## src/common/soc_defines.svh

```systemverilog
`ifndef SOC_DEFINES_SVH
`define SOC_DEFINES_SVH

// On-chip RAM window.
`define RAM_BASE 32'h8000_0000
`define RAM_WORDS 1024

// mtime as two 32-bit words.
`define CLINT_MTIME_LO 32'h0200_0048
`define CLINT_MTIME_HI 32'h0200_004c

`endif
```

## src/common/axi_pkg.sv

```systemverilog
package axi_pkg;

  // One 32-bit word per beat, no bursts.
  typedef logic [31:0] addr_t;
  typedef logic [31:0] data_t;
  typedef logic [3:0]  strb_t;  // One bit per byte lane.
  typedef logic [1:0]  resp_t;

  localparam resp_t RESP_OKAY   = 2'd0;
  localparam resp_t RESP_DECERR = 2'd3;  // Unmapped address.

endpackage

```

## src/common/axi_lite_if.sv

```systemverilog
`timescale 1ns/10ps

interface axi_lite_if;
  import axi_pkg::*;

  addr_t araddr;
  logic  arvalid;
  logic  arready;

  data_t rdata;
  resp_t rresp;
  logic  rvalid;
  logic  rready;

  addr_t awaddr;
  logic  awvalid;
  logic  awready;

  data_t wdata;
  strb_t wstrb;
  logic  wvalid;
  logic  wready;

  resp_t bresp;
  logic  bvalid;
  logic  bready;

  modport mst (
    output araddr, arvalid, rready, awaddr, awvalid, wdata, wstrb, wvalid, bready,
    input  arready, rdata, rresp, rvalid, awready, wready, bresp, bvalid
  );

  modport slv (
    input  araddr, arvalid, rready, awaddr, awvalid, wdata, wstrb, wvalid, bready,
    output arready, rdata, rresp, rvalid, awready, wready, bresp, bvalid
  );

endinterface

```

## src/source/clint.sv

```systemverilog
`timescale 1ns/10ps

module clint (
  input  logic    clock,
  input  logic    rst_n,
  axi_lite_if.slv bus
);
  import axi_pkg::*;

  logic [63:0] mtime;
  logic        busy;
  logic        rd_hs;
  logic        wr_hs;

  assign busy        = bus.rvalid | bus.bvalid;
  assign bus.arready = !busy;
  assign bus.awready = !busy && !bus.arvalid;  // Reads first.
  assign bus.wready  = bus.awready;
  assign bus.rresp   = RESP_OKAY;
  assign bus.bresp   = RESP_OKAY;

  assign rd_hs = bus.arvalid & bus.arready;
  assign wr_hs = bus.awvalid & bus.wvalid & bus.awready;

  always_ff @(posedge clock) begin
    if (!rst_n)
      mtime <= '0;
    else
      mtime <= mtime + 64'd1;
  end

  // Address bit 2 picks the high word.
  always_ff @(posedge clock) begin
    if (rd_hs)
      bus.rdata <= bus.araddr[2] ? mtime[63:32] : mtime[31:0];
  end

  always_ff @(posedge clock) begin
    if (!rst_n) begin
      bus.rvalid <= 1'b0;
      bus.bvalid <= 1'b0;
    end else begin
      if (rd_hs)
        bus.rvalid <= 1'b1;
      else if (bus.rready)
        bus.rvalid <= 1'b0;
      if (wr_hs)
        bus.bvalid <= 1'b1;  // Write data is dropped.
      else if (bus.bready)
        bus.bvalid <= 1'b0;
    end
  end

endmodule

```

## src/flat_wrapper.sv

```systemverilog
// flat-port wrapper written by rule: the top's interface ports become plain ports
module clint_flat import axi_pkg::*;
  (clock, rst_n, bus_araddr, bus_arvalid, bus_rready, bus_awaddr, bus_awvalid, bus_wdata, bus_wstrb, bus_wvalid, bus_bready, bus_arready, bus_rdata, bus_rresp, bus_rvalid, bus_awready, bus_wready, bus_bresp, bus_bvalid);
  axi_lite_if bus_i ();
  input  logic clock;
  input  logic rst_n;
  input wire logic [$bits(bus_i.araddr)-1:0] bus_araddr;
  input wire logic [$bits(bus_i.arvalid)-1:0] bus_arvalid;
  input wire logic [$bits(bus_i.rready)-1:0] bus_rready;
  input wire logic [$bits(bus_i.awaddr)-1:0] bus_awaddr;
  input wire logic [$bits(bus_i.awvalid)-1:0] bus_awvalid;
  input wire logic [$bits(bus_i.wdata)-1:0] bus_wdata;
  input wire logic [$bits(bus_i.wstrb)-1:0] bus_wstrb;
  input wire logic [$bits(bus_i.wvalid)-1:0] bus_wvalid;
  input wire logic [$bits(bus_i.bready)-1:0] bus_bready;
  output wire logic [$bits(bus_i.arready)-1:0] bus_arready;
  output wire logic [$bits(bus_i.rdata)-1:0] bus_rdata;
  output wire logic [$bits(bus_i.rresp)-1:0] bus_rresp;
  output wire logic [$bits(bus_i.rvalid)-1:0] bus_rvalid;
  output wire logic [$bits(bus_i.awready)-1:0] bus_awready;
  output wire logic [$bits(bus_i.wready)-1:0] bus_wready;
  output wire logic [$bits(bus_i.bresp)-1:0] bus_bresp;
  output wire logic [$bits(bus_i.bvalid)-1:0] bus_bvalid;
  assign bus_i.araddr = bus_araddr;
  assign bus_i.arvalid = bus_arvalid;
  assign bus_i.rready = bus_rready;
  assign bus_i.awaddr = bus_awaddr;
  assign bus_i.awvalid = bus_awvalid;
  assign bus_i.wdata = bus_wdata;
  assign bus_i.wstrb = bus_wstrb;
  assign bus_i.wvalid = bus_wvalid;
  assign bus_i.bready = bus_bready;
  assign bus_arready = bus_i.arready;
  assign bus_rdata = bus_i.rdata;
  assign bus_rresp = bus_i.rresp;
  assign bus_rvalid = bus_i.rvalid;
  assign bus_awready = bus_i.awready;
  assign bus_wready = bus_i.wready;
  assign bus_bresp = bus_i.bresp;
  assign bus_bvalid = bus_i.bvalid;
  clint u_core (.clock(clock), .rst_n(rst_n), .bus(bus_i));
endmodule
```

## config.mk

```make
export PLATFORM = sky130hd
export DESIGN_NAME = clint_flat
export DESIGN_NICKNAME = d
export VERILOG_FILES = /design/src/common/soc_defines.svh /design/src/common/axi_pkg.sv /design/src/common/axi_lite_if.sv /design/src/source/clint.sv /design/src/flat_wrapper.sv
export SDC_FILE = /design/constraint.sdc
export NUM_CORES = 1
export LEC_CHECK = 0
export BUFFER_PORTS_ARGS = -buffer_cell sky130_fd_sc_hd__buf_4
export CORE_ASPECT_RATIO = 0.5
export CORE_UTILIZATION = 44
export CTS_BUF_LIST = sky130_fd_sc_hd__clkbuf_8
export DETAILED_ROUTE_END_ITERATION = 8
export MAX_ROUTING_LAYER = met4
export PLACE_DENSITY = 0.71
export SLEW_MARGIN = 40
export SYNTH_ARGS = -nofsm -noshare
export SYNTH_HDL_FRONTEND = slang
export SYNTH_SLANG_ARGS = --single-unit
```

## constraint.sdc

```tcl
create_clock -name clock -period 2.18 [get_ports clock]
set_input_delay 0.654 -clock clock [delete_from_list [all_inputs] [get_ports clock]]
set_output_delay 0.654 -clock clock [all_outputs]
set_load 0.05 [all_outputs]
```

* After elaboration in Yosys (flattened, before gate mapping)
Cells that the tools add are included.
** Word-level totals
- Register bits :: 98
- Output and inout port bits :: 41
- Logic and storage cells :: 19
** Cells by class
- $add $sub $neg :: 1
- Multiplexer cells :: 5
- Bitwise operators :: 4
- Reduce and logical (&&, ||, !) cells :: 5
** Operators by type and width (number)
- $add 64x1->64 const B :: 1
- $mux 32 :: 1
- $mux 1 :: 4
- $reduce_bool 2->1 :: 2
- $and 1x1->1 :: 3
- $logic_not 1->1 :: 2
- $logic_and 1x1->1 :: 1
- $or 1x1->1 :: 1

* Longest topological paths before layout
- Depth after elaboration :: 5
- Mapped depth :: 8
- Mapped depth without buffers :: 6

* Worst setup path before layout
OpenSTA, ideal clock, no wires.
- Kind :: input to output
- From :: input port bus_arvalid
- To :: output port bus_wready
- Arrival time :: 2.176 ns
- Data required time :: 1.526 ns
- Slack :: -0.650 ns
- Stages :: 2
- Path buffers :: 1
- Path through :: nor3_1 > buf_4
** On the way
- Cells in the longest elaborated chain, start to end :: 2
** Ends and longest elaborated chain
- start: declaration :: RTL line flat_wrapper.sv:8 : input wire logic [$bits(bus_i.arvalid)-1:0] bus_arvalid;
- $logic_not 1->1 :: RTL line clint.sv:17 : assign bus.awready = !busy && !bus.arvalid;
- $logic_and 1x1->1 :: RTL line clint.sv:17
- end: declaration :: RTL line flat_wrapper.sv:21 : output wire logic [$bits(bus_i.wready)-1:0] bus_wready;
Every way passes these cells.

* Worst setup path after layout
- From :: register u_core.mtime[5]
- To :: register u_core.mtime[36]
** On the way
- Cells in the longest elaborated chain, start to end :: 1
** Ends and longest elaborated chain
- start: declaration :: RTL line clint.sv:10 : logic [63:0] mtime;
- start signal: assignment :: RTL line clint.sv:29 : mtime <= mtime + 64'd1;
- $add 64x1->64 :: RTL line clint.sv:29
Every way passes these cells.
A chain may end at the register's enable or synchronous reset.

==> Flow_metrics.wiki <==
{| class="wikitable"
! Metric !! Value
|-
| Critical Setup Path Class || reg2reg
|-
| Share of cells above drive strength 1 || 33.86%
|-
| Final critical path time including I/O delays and setup || 2141 ps
|-
| Clock slew at reported path FFs || 90 ps
|-
| Dpl cells || 674
|-
| Worst hold path startpoint || u_core.mtime[63]
|-
| Total length of routed wires || 11330 µm
|-
| Most frequent cells in the layout || buf_4, dfxtp_1, nor2_1
|-
| Total power of the final layout || 3.439 mW
|-
| Htree depth || 3
|-
| Setup slack after placement || -166.1 ps
|-
| Area taken by flip-flops and latches || 2293 µm²
|-
| Maximum clock skew at final layout || 12.34 ps
|-
| Worst endpoint required time || 2490 ps
|-
| I/O pin cnt || 148
|-
| Warnings from Yosys || 0
|-
| Cts bufs inserted || 9
|-
| Cell area after layout || 5832 µm²
|-
| Diode insertion count for antenna repair || 0
|-
| Top fanout value on the critical path || 6
|-
| IR drop worst, VDD || 0.0002707 V
|-
| Crit path setup slack, layout || 39.28 ps
|-
| PortBufs || 44
|-
| Placed wire-length estimate after detailed placement || 7460 µm
|-
| Leading register cell type out of synthesis || dfxtp_1
|-
| Overall via count from detail_route || 3896
|-
| Most common cell after layout, fill and taps aside || buf_4
|-
| Final setup violation count || 0
|-
| Die footprint || 10740 µm²
|-
| Final hold viol count || 0
|-
| Maximum number of pins on one net before global-route repair || 40
|-
| Ratio of total power to cell area || 589.6 nW/µm²
|-
| Wire length per cell || 16.14 µm
|-
| 1st-iter DRT viols || 270
|-
| Largest buffer count on any clock path || 2
|-
| Vias per std cell || 5.550
|-
| Number of remaining DRC errors || 0
|-
| Library cell with the largest summed area after synthesis || dfxtp_1
|-
| Final worst-path cycle share || 98.20%
|-
| Overall routing resource usage || 21.98%
|-
| Beginning of the worst register-to-register path || u_core.mtime[5]
|-
| Initial antenna violation count || 0
|-
| Type of element launching the critical path || flop
|-
| Final Hold Slack || 490.1 ps
|-
| Portion of the post-synthesis area used by sequential elements || 50.35%
|-
| First drt pass iteration count || 5
|-
| Share of Yosys cell area claimed by the top area cell type || 29.15%
|-
| Fin cells || 702
|-
| Netlist cell types || 46
|-
| Endpoint arrival time on the critical path || 2450 ps
|-
| CTS Hold Bufs || 0
|-
| Worst setup EP type || flop
|-
| Cells after Synth || 455
|-
| Width of the chip || 145.5 µm
|-
| Mean Syn Cell Area || 9.963 µm²
|-
| TritonCTS clock tree || done
|-
| Number of filler cells placed in the layout || 794
|-
| #FFs+latches synth || 98
|-
| Utilization after layout || 59.95%
|-
| Post-Synthesis Cell Area || 4533 µm²
|-
| Worst hold path type || reg2reg
|-
| Area taken by multi-input logic gates || 2230 µm²
|-
| Global-route wire length before repair || 17500 µm
|-
| Share of async-settable or async-resettable flops after synthesis || 0%
|-
| Clk root buf || clkbuf_8
|-
| Via count of the first global-routing pass || 3431
|-
| Overall overflow remaining after global route || 0
|-
| Die boundary height || 73.77 µm
|-
| Cell area after placement || 5411 µm²
|-
| Summed negative setup slack over all endpoints || 0 ps
|-
| Std-Cell Rows || 25
|-
| Number of clock sinks || 98
|-
| Clock latency of the later-clocked register in the worst-skew pair || 370 ps
|-
| First element of the critical path || u_core.mtime[5]
|-
| Routability-driven placement congestion ratio || 0.8598
|-
| Initial Utilization || 46.60%
|-
| Antenna violation net count after detailed routing || 0
|-
| Number of enable flip-flop cells after synthesis || 32
|-
| Count of max-cap constraint violations || 0
|-
| Placeable core region || 9728 µm²
|-
| Result of the run || finished, final reports clean
|-
| Layout-stage area growth over the synthesis result || 28.65%
|-
| Synth area leaders || dfxtp_1, edfxtp_1, mux2_2
|-
| Net count reported at finish || 671
|-
| Number of pins with negative max-slew slack in the final report || 0
|-
| Static Leak || 2.194 nW
|-
| Highest achievable clock rate || 467.1 MHz
|}
## registers in the layout, indices dropped and copies added (netlist names)
register and flops:
u_core.bus.bvalid 1, u_core.mtime 64, u_core.bus.rdata 32, u_core.bus.rvalid 1
## routing by layer
metal / routed length, µm / part of all wire (%) / up-vias / track usage (%)
met1: 5498 / 49 / 1867 / 29.40
met3: 716 / 6.3 / 17 / 4.348
met2: 4935 / 44 / 117 / 33.23
met4: 180 / 1.6 / 0 / 8.070
li1: - / - / 1895 / -
met5: 0 / 0 / - / -
## worst max-delay path, cell delays in order, from the launching register on
cell and delay, ps:
dfxtp_1 380, nand4_4 200, or4_4 580, nor4_2 250, buf_4 170, or3b_1 340
a21oi_1 140
## cell families after synthesis
family                     synth area share, %
xor gates and xnor gates                 5.023
AOI/OAI and AO/OA                        9.578
and+or+nand+nor                          24.54
DFF                                      50.35
other                                  0.08272
muxes                                    7.204
adders and majority gates               0.2760
buffers and inverters                    2.953
## cell usage after synthesis (2+ instances only)
library cell  number
dfxtp_1           66
nor2_1            40
a21oi_1           34
edfxtp_1          32
nand2_1           32
mux2_2            29
nand3_1           27
o21ai_0           25
or3_1             19
nand4_1           16
xor2_1            16
clkbuf_1          12
and3_1            11
or4_1             11
nor3_1            10
o31ai_1           10
xnor2_1           10
nor4_1             7
inv_1              6
buf_4              5
o21a_1             4
nand4_2            3
and2_1             2
buf_2              2
nand3_2            2
nor4_2             2
nor4_4             2
or3_2              2
## where the power goes
group	internal (mW)	total [mW]	leakage, nW	switching, mW
Combinational	0.0990	0.350	1.24	0.251
Clock	0.532	1.15	0.103	0.615
Sequential	1.92	1.94	0.856	0.0166
Total	2.56	3.44	2.19	0.883
## worst paths after layout
path,endpoint,slack (ps),cells past startpoint
hold reg to reg,u_core.mtime[63],490,2
hold / removal,u_core.mtime[63],490,2
setup / recovery,u_core.mtime[36],40,6
setup reg to reg,u_core.mtime[36],40,6
## area by class of cell
cell class / count / area share [%]
Sequential cell: 98 / 39.33
Tap cell: 135 / 2.896
Multi-Input combinational cell: 332 / 38.23
Clock buffer: 13 / 3.068
Inverter: 7 / 0.4505
Timing Repair Buffer: 115 / 15.85
Clock inverter: 2 / 0.1716
## repair_timing
item                                   CTS  global route
gates resized for setup                  4            25
pin swaps                                2            14
endpoints found under the hold margin    0             0
gates cloned                             0             1
setup endpoints to repair               19            29
buffers inserted                         2            10
Power figures use the tool's default switching activity.
