$ cat config.mk
export PLATFORM = sky130hd
export DESIGN_NAME = bus_arbiter_flat
export DESIGN_NICKNAME = d
export VERILOG_FILES = /design/src/common/soc_pkg.sv /design/src/common/axi_pkg.sv /design/src/common/axi_lite_if.sv /design/src/arbiter/bus_arbiter.sv /design/src/flat_wrapper.sv
export VERILOG_INCLUDE_DIRS = /design/src /design/src/common
export SDC_FILE = /design/constraint.sdc
export NUM_CORES = 1
export LEC_CHECK = 0
export ABC_AREA = 1
export CAP_MARGIN = 20
export CELL_PAD_IN_SITES_DETAIL_PLACEMENT = 0
export CELL_PAD_IN_SITES_GLOBAL_PLACEMENT = 1
export CORE_AREA = 2 2 231 233
export CTS_BUF_LIST = sky130_fd_sc_hd__clkbuf_16
export DETAILED_ROUTE_END_ITERATION = 12
export DIE_AREA = 0 0 233 235
export DONT_BUFFER_PORTS = 1
export PLACE_DENSITY_LB_ADDON = 0.25
export SETUP_SLACK_MARGIN = 0.3
export SYNTH_ARGS = -nofsm -noshare
export SYNTH_HDL_FRONTEND = slang
export SYNTH_SLANG_ARGS = --single-unit
$ cat constraint.sdc
create_clock -name clock -period 1.5 [get_ports clock]
set_input_delay 0.225 -clock clock [delete_from_list [all_inputs] [get_ports clock]]
set_output_delay 0.225 -clock clock [all_outputs]
set_load 0.05 [all_outputs]
$ cat src/common/soc_defines.svh
`ifndef SOC_DEFINES_SVH
`define SOC_DEFINES_SVH

// On-chip RAM window.
`define RAM_BASE 32'h8000_0000
`define RAM_WORDS 1024

// mtime as two 32-bit words.
`define CLINT_MTIME_LO 32'h0200_0048
`define CLINT_MTIME_HI 32'h0200_004c

`endif
$ cat src/common/soc_pkg.sv
package soc_pkg;

  typedef enum logic [2:0] {
    ARB_IDLE,
    ARB_RD,
    ARB_WR,
    ARB_ERR_R,  // Arbiter answers the read itself.
    ARB_ERR_B
  } arb_state_t;

  typedef enum logic {
    MST_IFU,
    MST_LSU
  } master_t;

  typedef enum logic [1:0] {
    TGT_RAM,
    TGT_CLINT,
    TGT_NONE
  } target_t;

endpackage

$ cat src/common/axi_pkg.sv
package axi_pkg;

  // One 32-bit word per beat, no bursts.
  typedef logic [31:0] addr_t;
  typedef logic [31:0] data_t;
  typedef logic [3:0]  strb_t;  // One bit per byte lane.
  typedef logic [1:0]  resp_t;

  localparam resp_t RESP_OKAY   = 2'd0;
  localparam resp_t RESP_DECERR = 2'd3;  // Unmapped address.

endpackage

$ cat src/common/axi_lite_if.sv
`timescale 1ns/10ps

interface axi_lite_if;
  import axi_pkg::*;

  addr_t araddr;
  logic  arvalid;
  logic  arready;

  data_t rdata;
  resp_t rresp;
  logic  rvalid;
  logic  rready;

  addr_t awaddr;
  logic  awvalid;
  logic  awready;

  data_t wdata;
  strb_t wstrb;
  logic  wvalid;
  logic  wready;

  resp_t bresp;
  logic  bvalid;
  logic  bready;

  modport mst (
    output araddr, arvalid, rready, awaddr, awvalid, wdata, wstrb, wvalid, bready,
    input  arready, rdata, rresp, rvalid, awready, wready, bresp, bvalid
  );

  modport slv (
    input  araddr, arvalid, rready, awaddr, awvalid, wdata, wstrb, wvalid, bready,
    output arready, rdata, rresp, rvalid, awready, wready, bresp, bvalid
  );

endinterface

$ cat src/arbiter/bus_arbiter.sv
`timescale 1ns/10ps
`include "soc_defines.svh"

module bus_arbiter (
  input  logic    clock,
  input  logic    rst_n,
  axi_lite_if.slv ifu,
  axi_lite_if.slv lsu,
  axi_lite_if.mst ram,
  axi_lite_if.mst clt
);
  import axi_pkg::*;
  import soc_pkg::*;

  arb_state_t state;
  master_t    gnt;
  master_t    last_gnt;
  master_t    pick_mst;
  target_t    tgt;
  target_t    pick_tgt;
  logic       addr_done;  // Request already taken by the target.
  logic       lsu_wr_req;
  logic       lsu_req;
  logic       pick_wr;
  addr_t      pick_addr;

  addr_t m_araddr;
  addr_t m_awaddr;
  data_t m_wdata;
  strb_t m_wstrb;
  logic  m_arvalid;
  logic  m_awvalid;
  logic  m_wvalid;
  logic  m_rready;
  logic  m_bready;
  logic  m_arready;
  logic  m_awready;
  logic  is_ifu;
  logic  is_clt;
  logic  fwd_ar;
  logic  fwd_aw;
  logic  r_valid;
  logic  b_valid;
  data_t r_data;
  resp_t r_resp;
  resp_t b_resp;

  function automatic target_t decode(input addr_t addr);
    if (addr >= `RAM_BASE && addr < `RAM_BASE + 4 * `RAM_WORDS)
      return TGT_RAM;
    else if (addr == `CLINT_MTIME_LO || addr == `CLINT_MTIME_HI)
      return TGT_CLINT;
    else
      return TGT_NONE;
  endfunction

  // Only complete writes count as requests. Writes beat reads on lsu.
  assign lsu_wr_req = lsu.awvalid & lsu.wvalid;
  assign lsu_req    = lsu_wr_req | lsu.arvalid;
  assign pick_mst   = (ifu.arvalid && lsu_req) ? (last_gnt == MST_IFU ? MST_LSU : MST_IFU)
                    : (ifu.arvalid ? MST_IFU : MST_LSU);
  assign pick_wr    = (pick_mst == MST_LSU) && lsu_wr_req;
  assign pick_addr  = (pick_mst == MST_IFU) ? ifu.araddr : (pick_wr ? lsu.awaddr : lsu.araddr);
  assign pick_tgt   = decode(pick_addr);

  // Granted master's request side.
  assign is_ifu    = (gnt == MST_IFU);
  assign m_araddr  = is_ifu ? ifu.araddr : lsu.araddr;
  assign m_arvalid = is_ifu ? ifu.arvalid : lsu.arvalid;
  assign m_rready  = is_ifu ? ifu.rready : lsu.rready;
  assign m_awaddr  = is_ifu ? ifu.awaddr : lsu.awaddr;
  assign m_awvalid = is_ifu ? ifu.awvalid : lsu.awvalid;
  assign m_wdata   = is_ifu ? ifu.wdata : lsu.wdata;
  assign m_wstrb   = is_ifu ? ifu.wstrb : lsu.wstrb;
  assign m_wvalid  = is_ifu ? ifu.wvalid : lsu.wvalid;
  assign m_bready  = is_ifu ? ifu.bready : lsu.bready;

  assign is_clt = (tgt == TGT_CLINT);
  assign fwd_ar = (state == ARB_RD) && !addr_done && m_arvalid;
  assign fwd_aw = (state == ARB_WR) && !addr_done && m_awvalid && m_wvalid;

  assign m_arready = (fwd_ar && (is_clt ? clt.arready : ram.arready))
                   || (state == ARB_ERR_R && !addr_done);
  assign m_awready = (fwd_aw && (is_clt ? clt.awready & clt.wready : ram.awready & ram.wready))
                   || (state == ARB_ERR_B && !addr_done);

  // Responses pass straight through; error states answer locally.
  assign r_valid = (state == ARB_ERR_R) || (state == ARB_RD && (is_clt ? clt.rvalid : ram.rvalid));
  assign r_data  = (state == ARB_ERR_R) ? '0 : (is_clt ? clt.rdata : ram.rdata);
  assign r_resp  = (state == ARB_ERR_R) ? RESP_DECERR : (is_clt ? clt.rresp : ram.rresp);
  assign b_valid = (state == ARB_ERR_B) || (state == ARB_WR && (is_clt ? clt.bvalid : ram.bvalid));
  assign b_resp  = (state == ARB_ERR_B) ? RESP_DECERR : (is_clt ? clt.bresp : ram.bresp);

  assign ifu.arready = is_ifu & m_arready;
  assign ifu.rdata   = r_data;
  assign ifu.rresp   = r_resp;
  assign ifu.rvalid  = is_ifu & r_valid;
  assign ifu.awready = is_ifu & m_awready;
  assign ifu.wready  = is_ifu & m_awready;
  assign ifu.bresp   = b_resp;
  assign ifu.bvalid  = is_ifu & b_valid;

  assign lsu.arready = !is_ifu & m_arready;
  assign lsu.rdata   = r_data;
  assign lsu.rresp   = r_resp;
  assign lsu.rvalid  = !is_ifu & r_valid;
  assign lsu.awready = !is_ifu & m_awready;
  assign lsu.wready  = !is_ifu & m_awready;
  assign lsu.bresp   = b_resp;
  assign lsu.bvalid  = !is_ifu & b_valid;

  assign ram.araddr  = m_araddr;
  assign ram.arvalid = fwd_ar && (tgt == TGT_RAM);
  assign ram.rready  = (state == ARB_RD) && (tgt == TGT_RAM) && m_rready;
  assign ram.awaddr  = m_awaddr;
  assign ram.awvalid = fwd_aw && (tgt == TGT_RAM);
  assign ram.wdata   = m_wdata;
  assign ram.wstrb   = m_wstrb;
  assign ram.wvalid  = fwd_aw && (tgt == TGT_RAM);
  assign ram.bready  = (state == ARB_WR) && (tgt == TGT_RAM) && m_bready;

  assign clt.araddr  = m_araddr;
  assign clt.arvalid = fwd_ar && is_clt;
  assign clt.rready  = (state == ARB_RD) && is_clt && m_rready;
  assign clt.awaddr  = m_awaddr;
  assign clt.awvalid = fwd_aw && is_clt;
  assign clt.wdata   = m_wdata;
  assign clt.wstrb   = m_wstrb;
  assign clt.wvalid  = fwd_aw && is_clt;
  assign clt.bready  = (state == ARB_WR) && is_clt && m_bready;

  always_ff @(posedge clock) begin
    if (!rst_n) begin
      state     <= ARB_IDLE;
      gnt       <= MST_IFU;
      last_gnt  <= MST_LSU;  // First contended grant goes to ifu.
      tgt       <= TGT_NONE;
      addr_done <= 1'b0;
    end else begin
      case (state)
        ARB_IDLE: begin
          if (ifu.arvalid || lsu_req) begin
            gnt       <= pick_mst;
            tgt       <= pick_tgt;
            addr_done <= 1'b0;
            if (ifu.arvalid && lsu_req)
              last_gnt <= pick_mst;  // Pointer moves on contention only.
            if (pick_tgt == TGT_NONE)
              state <= pick_wr ? ARB_ERR_B : ARB_ERR_R;
            else
              state <= pick_wr ? ARB_WR : ARB_RD;
          end
        end
        ARB_RD, ARB_ERR_R: begin
          if (m_arready)
            addr_done <= 1'b1;
          if (r_valid && m_rready)
            state <= ARB_IDLE;
        end
        ARB_WR, ARB_ERR_B: begin
          if (m_awready)
            addr_done <= 1'b1;
          if (b_valid && m_bready)
            state <= ARB_IDLE;
        end
        default: state <= ARB_IDLE;
      endcase
    end
  end

  // One transaction in flight across both slaves.
  a_one_target: assert property (@(posedge clock) disable iff (!rst_n)
    $onehot0({ram.rvalid, ram.bvalid, clt.rvalid, clt.bvalid}));

  a_gnt_stable: assert property (@(posedge clock) disable iff (!rst_n)
    (r_valid && !m_rready) |=> $stable(gnt) && r_valid && $stable(r_data) && $stable(r_resp));

  a_b_stable: assert property (@(posedge clock) disable iff (!rst_n)
    (b_valid && !m_bready) |=> $stable(gnt) && b_valid && $stable(b_resp));

endmodule

$ cat src/flat_wrapper.sv
// flat-port wrapper written by rule: the top's interface ports become plain ports
module bus_arbiter_flat import axi_pkg::*; import soc_pkg::*;
  (clock, rst_n, ifu_araddr, ifu_arvalid, ifu_rready, ifu_awaddr, ifu_awvalid, ifu_wdata, ifu_wstrb, ifu_wvalid, ifu_bready, ifu_arready, ifu_rdata, ifu_rresp, ifu_rvalid, ifu_awready, ifu_wready, ifu_bresp, ifu_bvalid, lsu_araddr, lsu_arvalid, lsu_rready, lsu_awaddr, lsu_awvalid, lsu_wdata, lsu_wstrb, lsu_wvalid, lsu_bready, lsu_arready, lsu_rdata, lsu_rresp, lsu_rvalid, lsu_awready, lsu_wready, lsu_bresp, lsu_bvalid, ram_araddr, ram_arvalid, ram_rready, ram_awaddr, ram_awvalid, ram_wdata, ram_wstrb, ram_wvalid, ram_bready, ram_arready, ram_rdata, ram_rresp, ram_rvalid, ram_awready, ram_wready, ram_bresp, ram_bvalid, clt_araddr, clt_arvalid, clt_rready, clt_awaddr, clt_awvalid, clt_wdata, clt_wstrb, clt_wvalid, clt_bready, clt_arready, clt_rdata, clt_rresp, clt_rvalid, clt_awready, clt_wready, clt_bresp, clt_bvalid);
  axi_lite_if ifu_i ();
  axi_lite_if lsu_i ();
  axi_lite_if ram_i ();
  axi_lite_if clt_i ();
  input  logic clock;
  input  logic rst_n;
  input wire logic [$bits(ifu_i.araddr)-1:0] ifu_araddr;
  input wire logic [$bits(ifu_i.arvalid)-1:0] ifu_arvalid;
  input wire logic [$bits(ifu_i.rready)-1:0] ifu_rready;
  input wire logic [$bits(ifu_i.awaddr)-1:0] ifu_awaddr;
  input wire logic [$bits(ifu_i.awvalid)-1:0] ifu_awvalid;
  input wire logic [$bits(ifu_i.wdata)-1:0] ifu_wdata;
  input wire logic [$bits(ifu_i.wstrb)-1:0] ifu_wstrb;
  input wire logic [$bits(ifu_i.wvalid)-1:0] ifu_wvalid;
  input wire logic [$bits(ifu_i.bready)-1:0] ifu_bready;
  output wire logic [$bits(ifu_i.arready)-1:0] ifu_arready;
  output wire logic [$bits(ifu_i.rdata)-1:0] ifu_rdata;
  output wire logic [$bits(ifu_i.rresp)-1:0] ifu_rresp;
  output wire logic [$bits(ifu_i.rvalid)-1:0] ifu_rvalid;
  output wire logic [$bits(ifu_i.awready)-1:0] ifu_awready;
  output wire logic [$bits(ifu_i.wready)-1:0] ifu_wready;
  output wire logic [$bits(ifu_i.bresp)-1:0] ifu_bresp;
  output wire logic [$bits(ifu_i.bvalid)-1:0] ifu_bvalid;
  input wire logic [$bits(lsu_i.araddr)-1:0] lsu_araddr;
  input wire logic [$bits(lsu_i.arvalid)-1:0] lsu_arvalid;
  input wire logic [$bits(lsu_i.rready)-1:0] lsu_rready;
  input wire logic [$bits(lsu_i.awaddr)-1:0] lsu_awaddr;
  input wire logic [$bits(lsu_i.awvalid)-1:0] lsu_awvalid;
  input wire logic [$bits(lsu_i.wdata)-1:0] lsu_wdata;
  input wire logic [$bits(lsu_i.wstrb)-1:0] lsu_wstrb;
  input wire logic [$bits(lsu_i.wvalid)-1:0] lsu_wvalid;
  input wire logic [$bits(lsu_i.bready)-1:0] lsu_bready;
  output wire logic [$bits(lsu_i.arready)-1:0] lsu_arready;
  output wire logic [$bits(lsu_i.rdata)-1:0] lsu_rdata;
  output wire logic [$bits(lsu_i.rresp)-1:0] lsu_rresp;
  output wire logic [$bits(lsu_i.rvalid)-1:0] lsu_rvalid;
  output wire logic [$bits(lsu_i.awready)-1:0] lsu_awready;
  output wire logic [$bits(lsu_i.wready)-1:0] lsu_wready;
  output wire logic [$bits(lsu_i.bresp)-1:0] lsu_bresp;
  output wire logic [$bits(lsu_i.bvalid)-1:0] lsu_bvalid;
  output wire logic [$bits(ram_i.araddr)-1:0] ram_araddr;
  output wire logic [$bits(ram_i.arvalid)-1:0] ram_arvalid;
  output wire logic [$bits(ram_i.rready)-1:0] ram_rready;
  output wire logic [$bits(ram_i.awaddr)-1:0] ram_awaddr;
  output wire logic [$bits(ram_i.awvalid)-1:0] ram_awvalid;
  output wire logic [$bits(ram_i.wdata)-1:0] ram_wdata;
  output wire logic [$bits(ram_i.wstrb)-1:0] ram_wstrb;
  output wire logic [$bits(ram_i.wvalid)-1:0] ram_wvalid;
  output wire logic [$bits(ram_i.bready)-1:0] ram_bready;
  input wire logic [$bits(ram_i.arready)-1:0] ram_arready;
  input wire logic [$bits(ram_i.rdata)-1:0] ram_rdata;
  input wire logic [$bits(ram_i.rresp)-1:0] ram_rresp;
  input wire logic [$bits(ram_i.rvalid)-1:0] ram_rvalid;
  input wire logic [$bits(ram_i.awready)-1:0] ram_awready;
  input wire logic [$bits(ram_i.wready)-1:0] ram_wready;
  input wire logic [$bits(ram_i.bresp)-1:0] ram_bresp;
  input wire logic [$bits(ram_i.bvalid)-1:0] ram_bvalid;
  output wire logic [$bits(clt_i.araddr)-1:0] clt_araddr;
  output wire logic [$bits(clt_i.arvalid)-1:0] clt_arvalid;
  output wire logic [$bits(clt_i.rready)-1:0] clt_rready;
  output wire logic [$bits(clt_i.awaddr)-1:0] clt_awaddr;
  output wire logic [$bits(clt_i.awvalid)-1:0] clt_awvalid;
  output wire logic [$bits(clt_i.wdata)-1:0] clt_wdata;
  output wire logic [$bits(clt_i.wstrb)-1:0] clt_wstrb;
  output wire logic [$bits(clt_i.wvalid)-1:0] clt_wvalid;
  output wire logic [$bits(clt_i.bready)-1:0] clt_bready;
  input wire logic [$bits(clt_i.arready)-1:0] clt_arready;
  input wire logic [$bits(clt_i.rdata)-1:0] clt_rdata;
  input wire logic [$bits(clt_i.rresp)-1:0] clt_rresp;
  input wire logic [$bits(clt_i.rvalid)-1:0] clt_rvalid;
  input wire logic [$bits(clt_i.awready)-1:0] clt_awready;
  input wire logic [$bits(clt_i.wready)-1:0] clt_wready;
  input wire logic [$bits(clt_i.bresp)-1:0] clt_bresp;
  input wire logic [$bits(clt_i.bvalid)-1:0] clt_bvalid;
  assign ifu_i.araddr = ifu_araddr;
  assign ifu_i.arvalid = ifu_arvalid;
  assign ifu_i.rready = ifu_rready;
  assign ifu_i.awaddr = ifu_awaddr;
  assign ifu_i.awvalid = ifu_awvalid;
  assign ifu_i.wdata = ifu_wdata;
  assign ifu_i.wstrb = ifu_wstrb;
  assign ifu_i.wvalid = ifu_wvalid;
  assign ifu_i.bready = ifu_bready;
  assign ifu_arready = ifu_i.arready;
  assign ifu_rdata = ifu_i.rdata;
  assign ifu_rresp = ifu_i.rresp;
  assign ifu_rvalid = ifu_i.rvalid;
  assign ifu_awready = ifu_i.awready;
  assign ifu_wready = ifu_i.wready;
  assign ifu_bresp = ifu_i.bresp;
  assign ifu_bvalid = ifu_i.bvalid;
  assign lsu_i.araddr = lsu_araddr;
  assign lsu_i.arvalid = lsu_arvalid;
  assign lsu_i.rready = lsu_rready;
  assign lsu_i.awaddr = lsu_awaddr;
  assign lsu_i.awvalid = lsu_awvalid;
  assign lsu_i.wdata = lsu_wdata;
  assign lsu_i.wstrb = lsu_wstrb;
  assign lsu_i.wvalid = lsu_wvalid;
  assign lsu_i.bready = lsu_bready;
  assign lsu_arready = lsu_i.arready;
  assign lsu_rdata = lsu_i.rdata;
  assign lsu_rresp = lsu_i.rresp;
  assign lsu_rvalid = lsu_i.rvalid;
  assign lsu_awready = lsu_i.awready;
  assign lsu_wready = lsu_i.wready;
  assign lsu_bresp = lsu_i.bresp;
  assign lsu_bvalid = lsu_i.bvalid;
  assign ram_araddr = ram_i.araddr;
  assign ram_arvalid = ram_i.arvalid;
  assign ram_rready = ram_i.rready;
  assign ram_awaddr = ram_i.awaddr;
  assign ram_awvalid = ram_i.awvalid;
  assign ram_wdata = ram_i.wdata;
  assign ram_wstrb = ram_i.wstrb;
  assign ram_wvalid = ram_i.wvalid;
  assign ram_bready = ram_i.bready;
  assign ram_i.arready = ram_arready;
  assign ram_i.rdata = ram_rdata;
  assign ram_i.rresp = ram_rresp;
  assign ram_i.rvalid = ram_rvalid;
  assign ram_i.awready = ram_awready;
  assign ram_i.wready = ram_wready;
  assign ram_i.bresp = ram_bresp;
  assign ram_i.bvalid = ram_bvalid;
  assign clt_araddr = clt_i.araddr;
  assign clt_arvalid = clt_i.arvalid;
  assign clt_rready = clt_i.rready;
  assign clt_awaddr = clt_i.awaddr;
  assign clt_awvalid = clt_i.awvalid;
  assign clt_wdata = clt_i.wdata;
  assign clt_wstrb = clt_i.wstrb;
  assign clt_wvalid = clt_i.wvalid;
  assign clt_bready = clt_i.bready;
  assign clt_i.arready = clt_arready;
  assign clt_i.rdata = clt_rdata;
  assign clt_i.rresp = clt_rresp;
  assign clt_i.rvalid = clt_rvalid;
  assign clt_i.awready = clt_awready;
  assign clt_i.wready = clt_wready;
  assign clt_i.bresp = clt_bresp;
  assign clt_i.bvalid = clt_bvalid;
  bus_arbiter u_core (.clock(clock), .rst_n(rst_n), .ifu(ifu_i), .lsu(lsu_i), .ram(ram_i), .clt(clt_i));
endmodule
After elaboration in Yosys (flattened, before gate mapping)
Index checks and enable logic that the tools add are counted.
- word-level logic and storage cells: 114
- register bits: 8
- equality and inequality tests: 13
- mux-type cells: 37
- magnitude comparators: 2
- reductions and logical operators: 44
- bitwise gates (word level): 13
- operators by type and width (kind ; number):
    two-way mux 32 bit ; 7
    equality test 32 x 26 -> 1 bit, second input constant ; 2
    >= comparator 32 bit, second input constant ; 1
    less-than comparator 32 bit, second input constant ; 1
    logical AND 1 bit ; 28
    two-way mux 1 bit ; 15
    two-way mux 3 bit ; 5
    two-way mux 2 bit ; 7
    bitwise AND 1 bit ; 11
    != test 2 x 1 -> 1 bit, second input constant ; 5
    one-hot mux 3 bit (3 select lines) ; 1
    equality test 3 x 2 -> 1 bit, second input constant ; 2
    logical OR 1 bit ; 6
    AND reduction 3 bit ; 2
    two-way mux 4 bit ; 1
    AND reduction 4 bit ; 1
    OR reduction 2 bit ; 2
    equality test 3 x 1 -> 1 bit, second input constant ; 1
    equality test 3 bit, second input constant ; 1
    logical NOT 3 bit ; 1
    one-hot mux 1 bit (3 select lines) ; 1
    nonzero test 3 bit ; 1
    equality test 2 x 1 -> 1 bit, second input constant ; 1
    equality test 2 bit, second input constant ; 1
    5 further kinds ; 5

Logic depth before layout (Yosys ltp)
- depth in word-level cells: 15
- mapped depth: 13

Worst setup path after synthesis
OpenSTA, ideal clock, no wires.
- kind: flip-flop to output port
- from: register u_core.gnt
- to: output port ram_araddr[23]
- cell stages (with the launch flop): 5
- buffers on the path: 3
- required time: 1.275 ns
- setup slack: -0.910 ns
- arrival time: 2.185 ns
- cell sequence: dfxtp_1 -> buf_2 -> clkbuf_1 -> o21ai_0 -> buf_4
- word-level cells in the longest chain between the ends: 1
- ends and longest elaborated chain (what ; line ; text):
    from (decl) ; bus_arbiter.sv:16 ; master_t gnt;
    from (signal assigned) ; bus_arbiter.sv:143 ; gnt <= pick_mst;
    two-way mux 32 bit ; bus_arbiter.sv:68 ; assign m_araddr = is_ifu ? ifu.araddr : lsu.araddr;
    to (decl) ; flat_wrapper.sv:44 ; output wire logic [$bits(ram_i.araddr)-1:0] ram_araddr;
No other way between the ends.

Final worst setup path
- from: register u_core.gnt
- to: output port clt_araddr[5]
- word-level cells in the longest chain between the ends: 1
- ends and longest elaborated chain (what ; line ; text):
    two-way mux 32 bit ; bus_arbiter.sv:68 ;
    to (decl) ; flat_wrapper.sv:61 ; output wire logic [$bits(clt_i.araddr)-1:0] clt_araddr;
No other way between the ends.

==> metrics.md <==
| Metric | Value |
|---|---|
| Status | finished with violations |
| Failing checks | negative setup slack |
| FF-to-FF path depth | 12 |
| Number of port buffers | 0 |
| Warnings, synthesis | 0 |
| Final Wtd Congestion | 0.844 |
| Vias | 5,438 |
| Synth top cells by count | nand2_1, buf_4, inv_1, nor2_1, o21ai_0 |
| Final Hold Fails | 0 |
| Post-synth EDFFs | 0 |
| Post-layout util | 22.3% |
| Hold wc startpoint | rst_n |
| Post-Syn Nets | 1,099 |
| Pins over their slew limit | 0 |
| Worst vdd ir | 0.000545 V |
| Chip Height | 235 µm |
| Routed wl met3 | 2.30 mm |
| Relative slew slack | 66.9% |
| R2R Setup Slk | -60 ps |
| Clk slew on worst S/H paths | 30 ps |
| Core area | 52,200 µm² |
| Synth area leader | nand2_1 |
| Detailed-route wire length per cell | 18.3 µm |
| CTS tree | yes |
| Worst Setup Path Type | flip-flop to primary output |
| Tmin final | 1770 ps |
| R2r startpoint | u_core.tgt[1] |
| Critical Path AT | 1540 ps |
| Final Skew | 4.49 ps |
| Final net count | 1,208 |
| Cts hold-fix bufs | 0 |
| Async set or reset register ratio after synthesis | 0% |
| GRT Util Overall | 9.92% |
| Final ANT Viol Nets | 0 |
| Post-synthesis cell type count | 34 |
| Unrepaired setup endpoints after global routing | true |
| P_leak | 0.00447 µW |
| Worst-path maximum fanout | 7 |
| Top cell by count, worst path | buf_12 |
| Dpl ws | -279 ps |
| Starting density of the core | 7.64% |
| Initial antenna violation count | 1 |
| First-pass DRT Iterations | 6 |
| Largest net degree at the start of global routing | 32 |
| Inst Count DP | 1,537 |
| Sequential area share after synthesis | 4.01% |
| Design area | 11,600 µm² |
| M1 WL | 11.2 mm |
| P&R area growth vs syn | 192% |
| Ys flop type | dfxtp_1 |
| Highest clock rate | 565 MHz |
| HP Class | primary input to flip-flop |
| Non-filler cells, final | 1,600 |
| Vias in the first global route | 5,827 |
| Post-Syn Area | 3990 µm² |
| Critical Path Start Type | flip-flop |
| Slowest stage delay, CP | 380 ps |
| # setup viols final | 286 |
| Clock Tree Buf Depth | 2 |
| Detailed-route DRC error count | 0 |
| Fin crit share | 118% |
| CTS H-tree depth | 1 |
| Iteration-0 DRC count of the detailed router | 68 |
| Cells after Synth | 804 |
| Area of the die | 54,800 µm² |
| Avg Cell Area, Syn | 4.96 µm² |
| Hold slack | 83.1 ps |
| Yosys reg bits | 8 |
| Synth top area share | 33.0% |
| Die span in x | 233 µm |
| Drt total wl | 29.3 mm |
| Row cnt | 84 |
| DP Wirelength | 25.1 mm |
| Share of cells above drive strength 1 | 74.5% |
| Uppermost layer routed | met4 |
| CTS buffer count | 3 |
| Boundary pin count | 586 |
| Critical R2R Capture | u_core.state[1] |
| Worst skew pair latency | 230 ps |
| Slowest cell on the critical path | dfxtp_4 |
| Hold worst-path end | u_core.last_gnt |
| Final WS setup | -269 ps |
| Hold Path Cell Cnt | 1 |
| Critical Path Sink Type | primary output |
| First-pass GRT wire length | 40.2 mm |
| # clock sinks | 8 |
| MaxCap Viol Count | 0 |
| CP Cell Sequence | buf_4, buf_12, clkbuf_16, buf_6, o21ai_4, buf_12 |
| Vias per cell | 3.40 |
| Crit path required time | 1270 ps |
| PwrDens | 1150 nW/µm² |
| Wire length on met2 | 15.6 mm |
| Measured slew at the worst slew-check pin | 492 ps |
| GRT overflow | 0 |
| Top cells by area, synth | nand2_1, buf_4, inv_1, o21ai_0, a21oi_1 |
| DP Area | 9950 µm² |
| Root Buffer | clkbuf_16 |
| Top-count cell post-synth | nand2_1 |
-- power by group --
part | leakage (µW) | total [µW] | switching, µW | internal (µW)
Clock | 0.0000370 | 447 | 104 | 344
Combinational | 0.00437 | 12700 | 8260 | 4390
Sequential | 0.0000683 | 321 | 61.7 | 259
-- repair_timing --
action	4_1_cts	5_1_grt
gates cloned	7	6
pin swaps	47	51
gates resized for setup	111	128
setup buffers	24	22
setup endpoints to repair	300	300
-- worst max-delay path: cells and delay by family, from the launching register on --
family,cells,cell delay (ps)
compound gates,1,200
flops,1,380
buf+inv,5,740
-- sequential cells by signal, summed over array words and instances (netlist names) --
name and count:
u_core.state 3, u_core.addr_done 1, u_core.gnt 1, u_core.last_gnt 1, u_core.tgt 2
-- stage by stage --
stage / setup TNS (ps) / power [µW]
floorplan: -4430 / 10600
global placement: -8340 / 11600
detailed placement: -10380 / 11700
CTS: -58110 / 13000
global route: -67490 / 13900
finish: -51620 / 13400
-- worst max-delay path by stage --
| stage | startpoint | to | cells after the start |
|---|---|---|---|
| after global routing | u_core.tgt[1] | lsu_awready | 8 |
| after CTS | u_core.tgt[1] | lsu_rdata[21] | 8 |
| after detailed placement | lsu_awvalid | u_core.state[1] | 14 |
| final | u_core.gnt | clt_araddr[5] | 6 |
| after global placement | lsu_awvalid | u_core.state[1] | 11 |
| after floorplan | u_core.tgt[1] | lsu_rdata[10] | 8 |
-- cells in the final DEF (no fill, tap or decap), drive strengths merged, types with 2 or more instances in the layout --
cell / synthesis / layout
buf: 154 / 273
a21oi: 42 / 42
nand3: 20 / 20
o21ai: 52 / 52
nor2: 57 / 57
o211ai: 2 / 2
nor3: 9 / 9
inv: 65 / 63
dfxtp: 8 / 8
nand4: 6 / 6
nand2: 357 / 358
clkbuf: 22 / 8
or2: 2 / 2
-- cell families after synthesis --
| logic type | count (synthesis) | share of synthesized area (%) |
|---|---|---|
| and+or+nand+nor | 454 | 45.9 |
| buffers and inverters | 241 | 36.7 |
| AOI/OAI and AO/OA | 100 | 13.1 |
| DFF | 8 | 4.01 |
| adders and majority gates | 1 | 0.314 |
-- routing by layer --
layer	vias up	GRT usage, %
met3	17	2.82
met1	2574	11.6
li1	2572	-
met4	0	0.869
met5	-	0
met2	275	18.4
-- final cells by class --
class / instances / area, µm²
Antenna cell: 1 / 2.50
Clock buffer: 3 / 75.1
Fill cell: 5634 / 40600
Inverter: 65 / 290
Multi-Input combinational cell: 556 / 6020
Sequential cell: 8 / 179
Tap cell: 688 / 861
Timing Repair Buffer: 279 / 4220
Note: power is estimated with default switching activity, not from simulation.
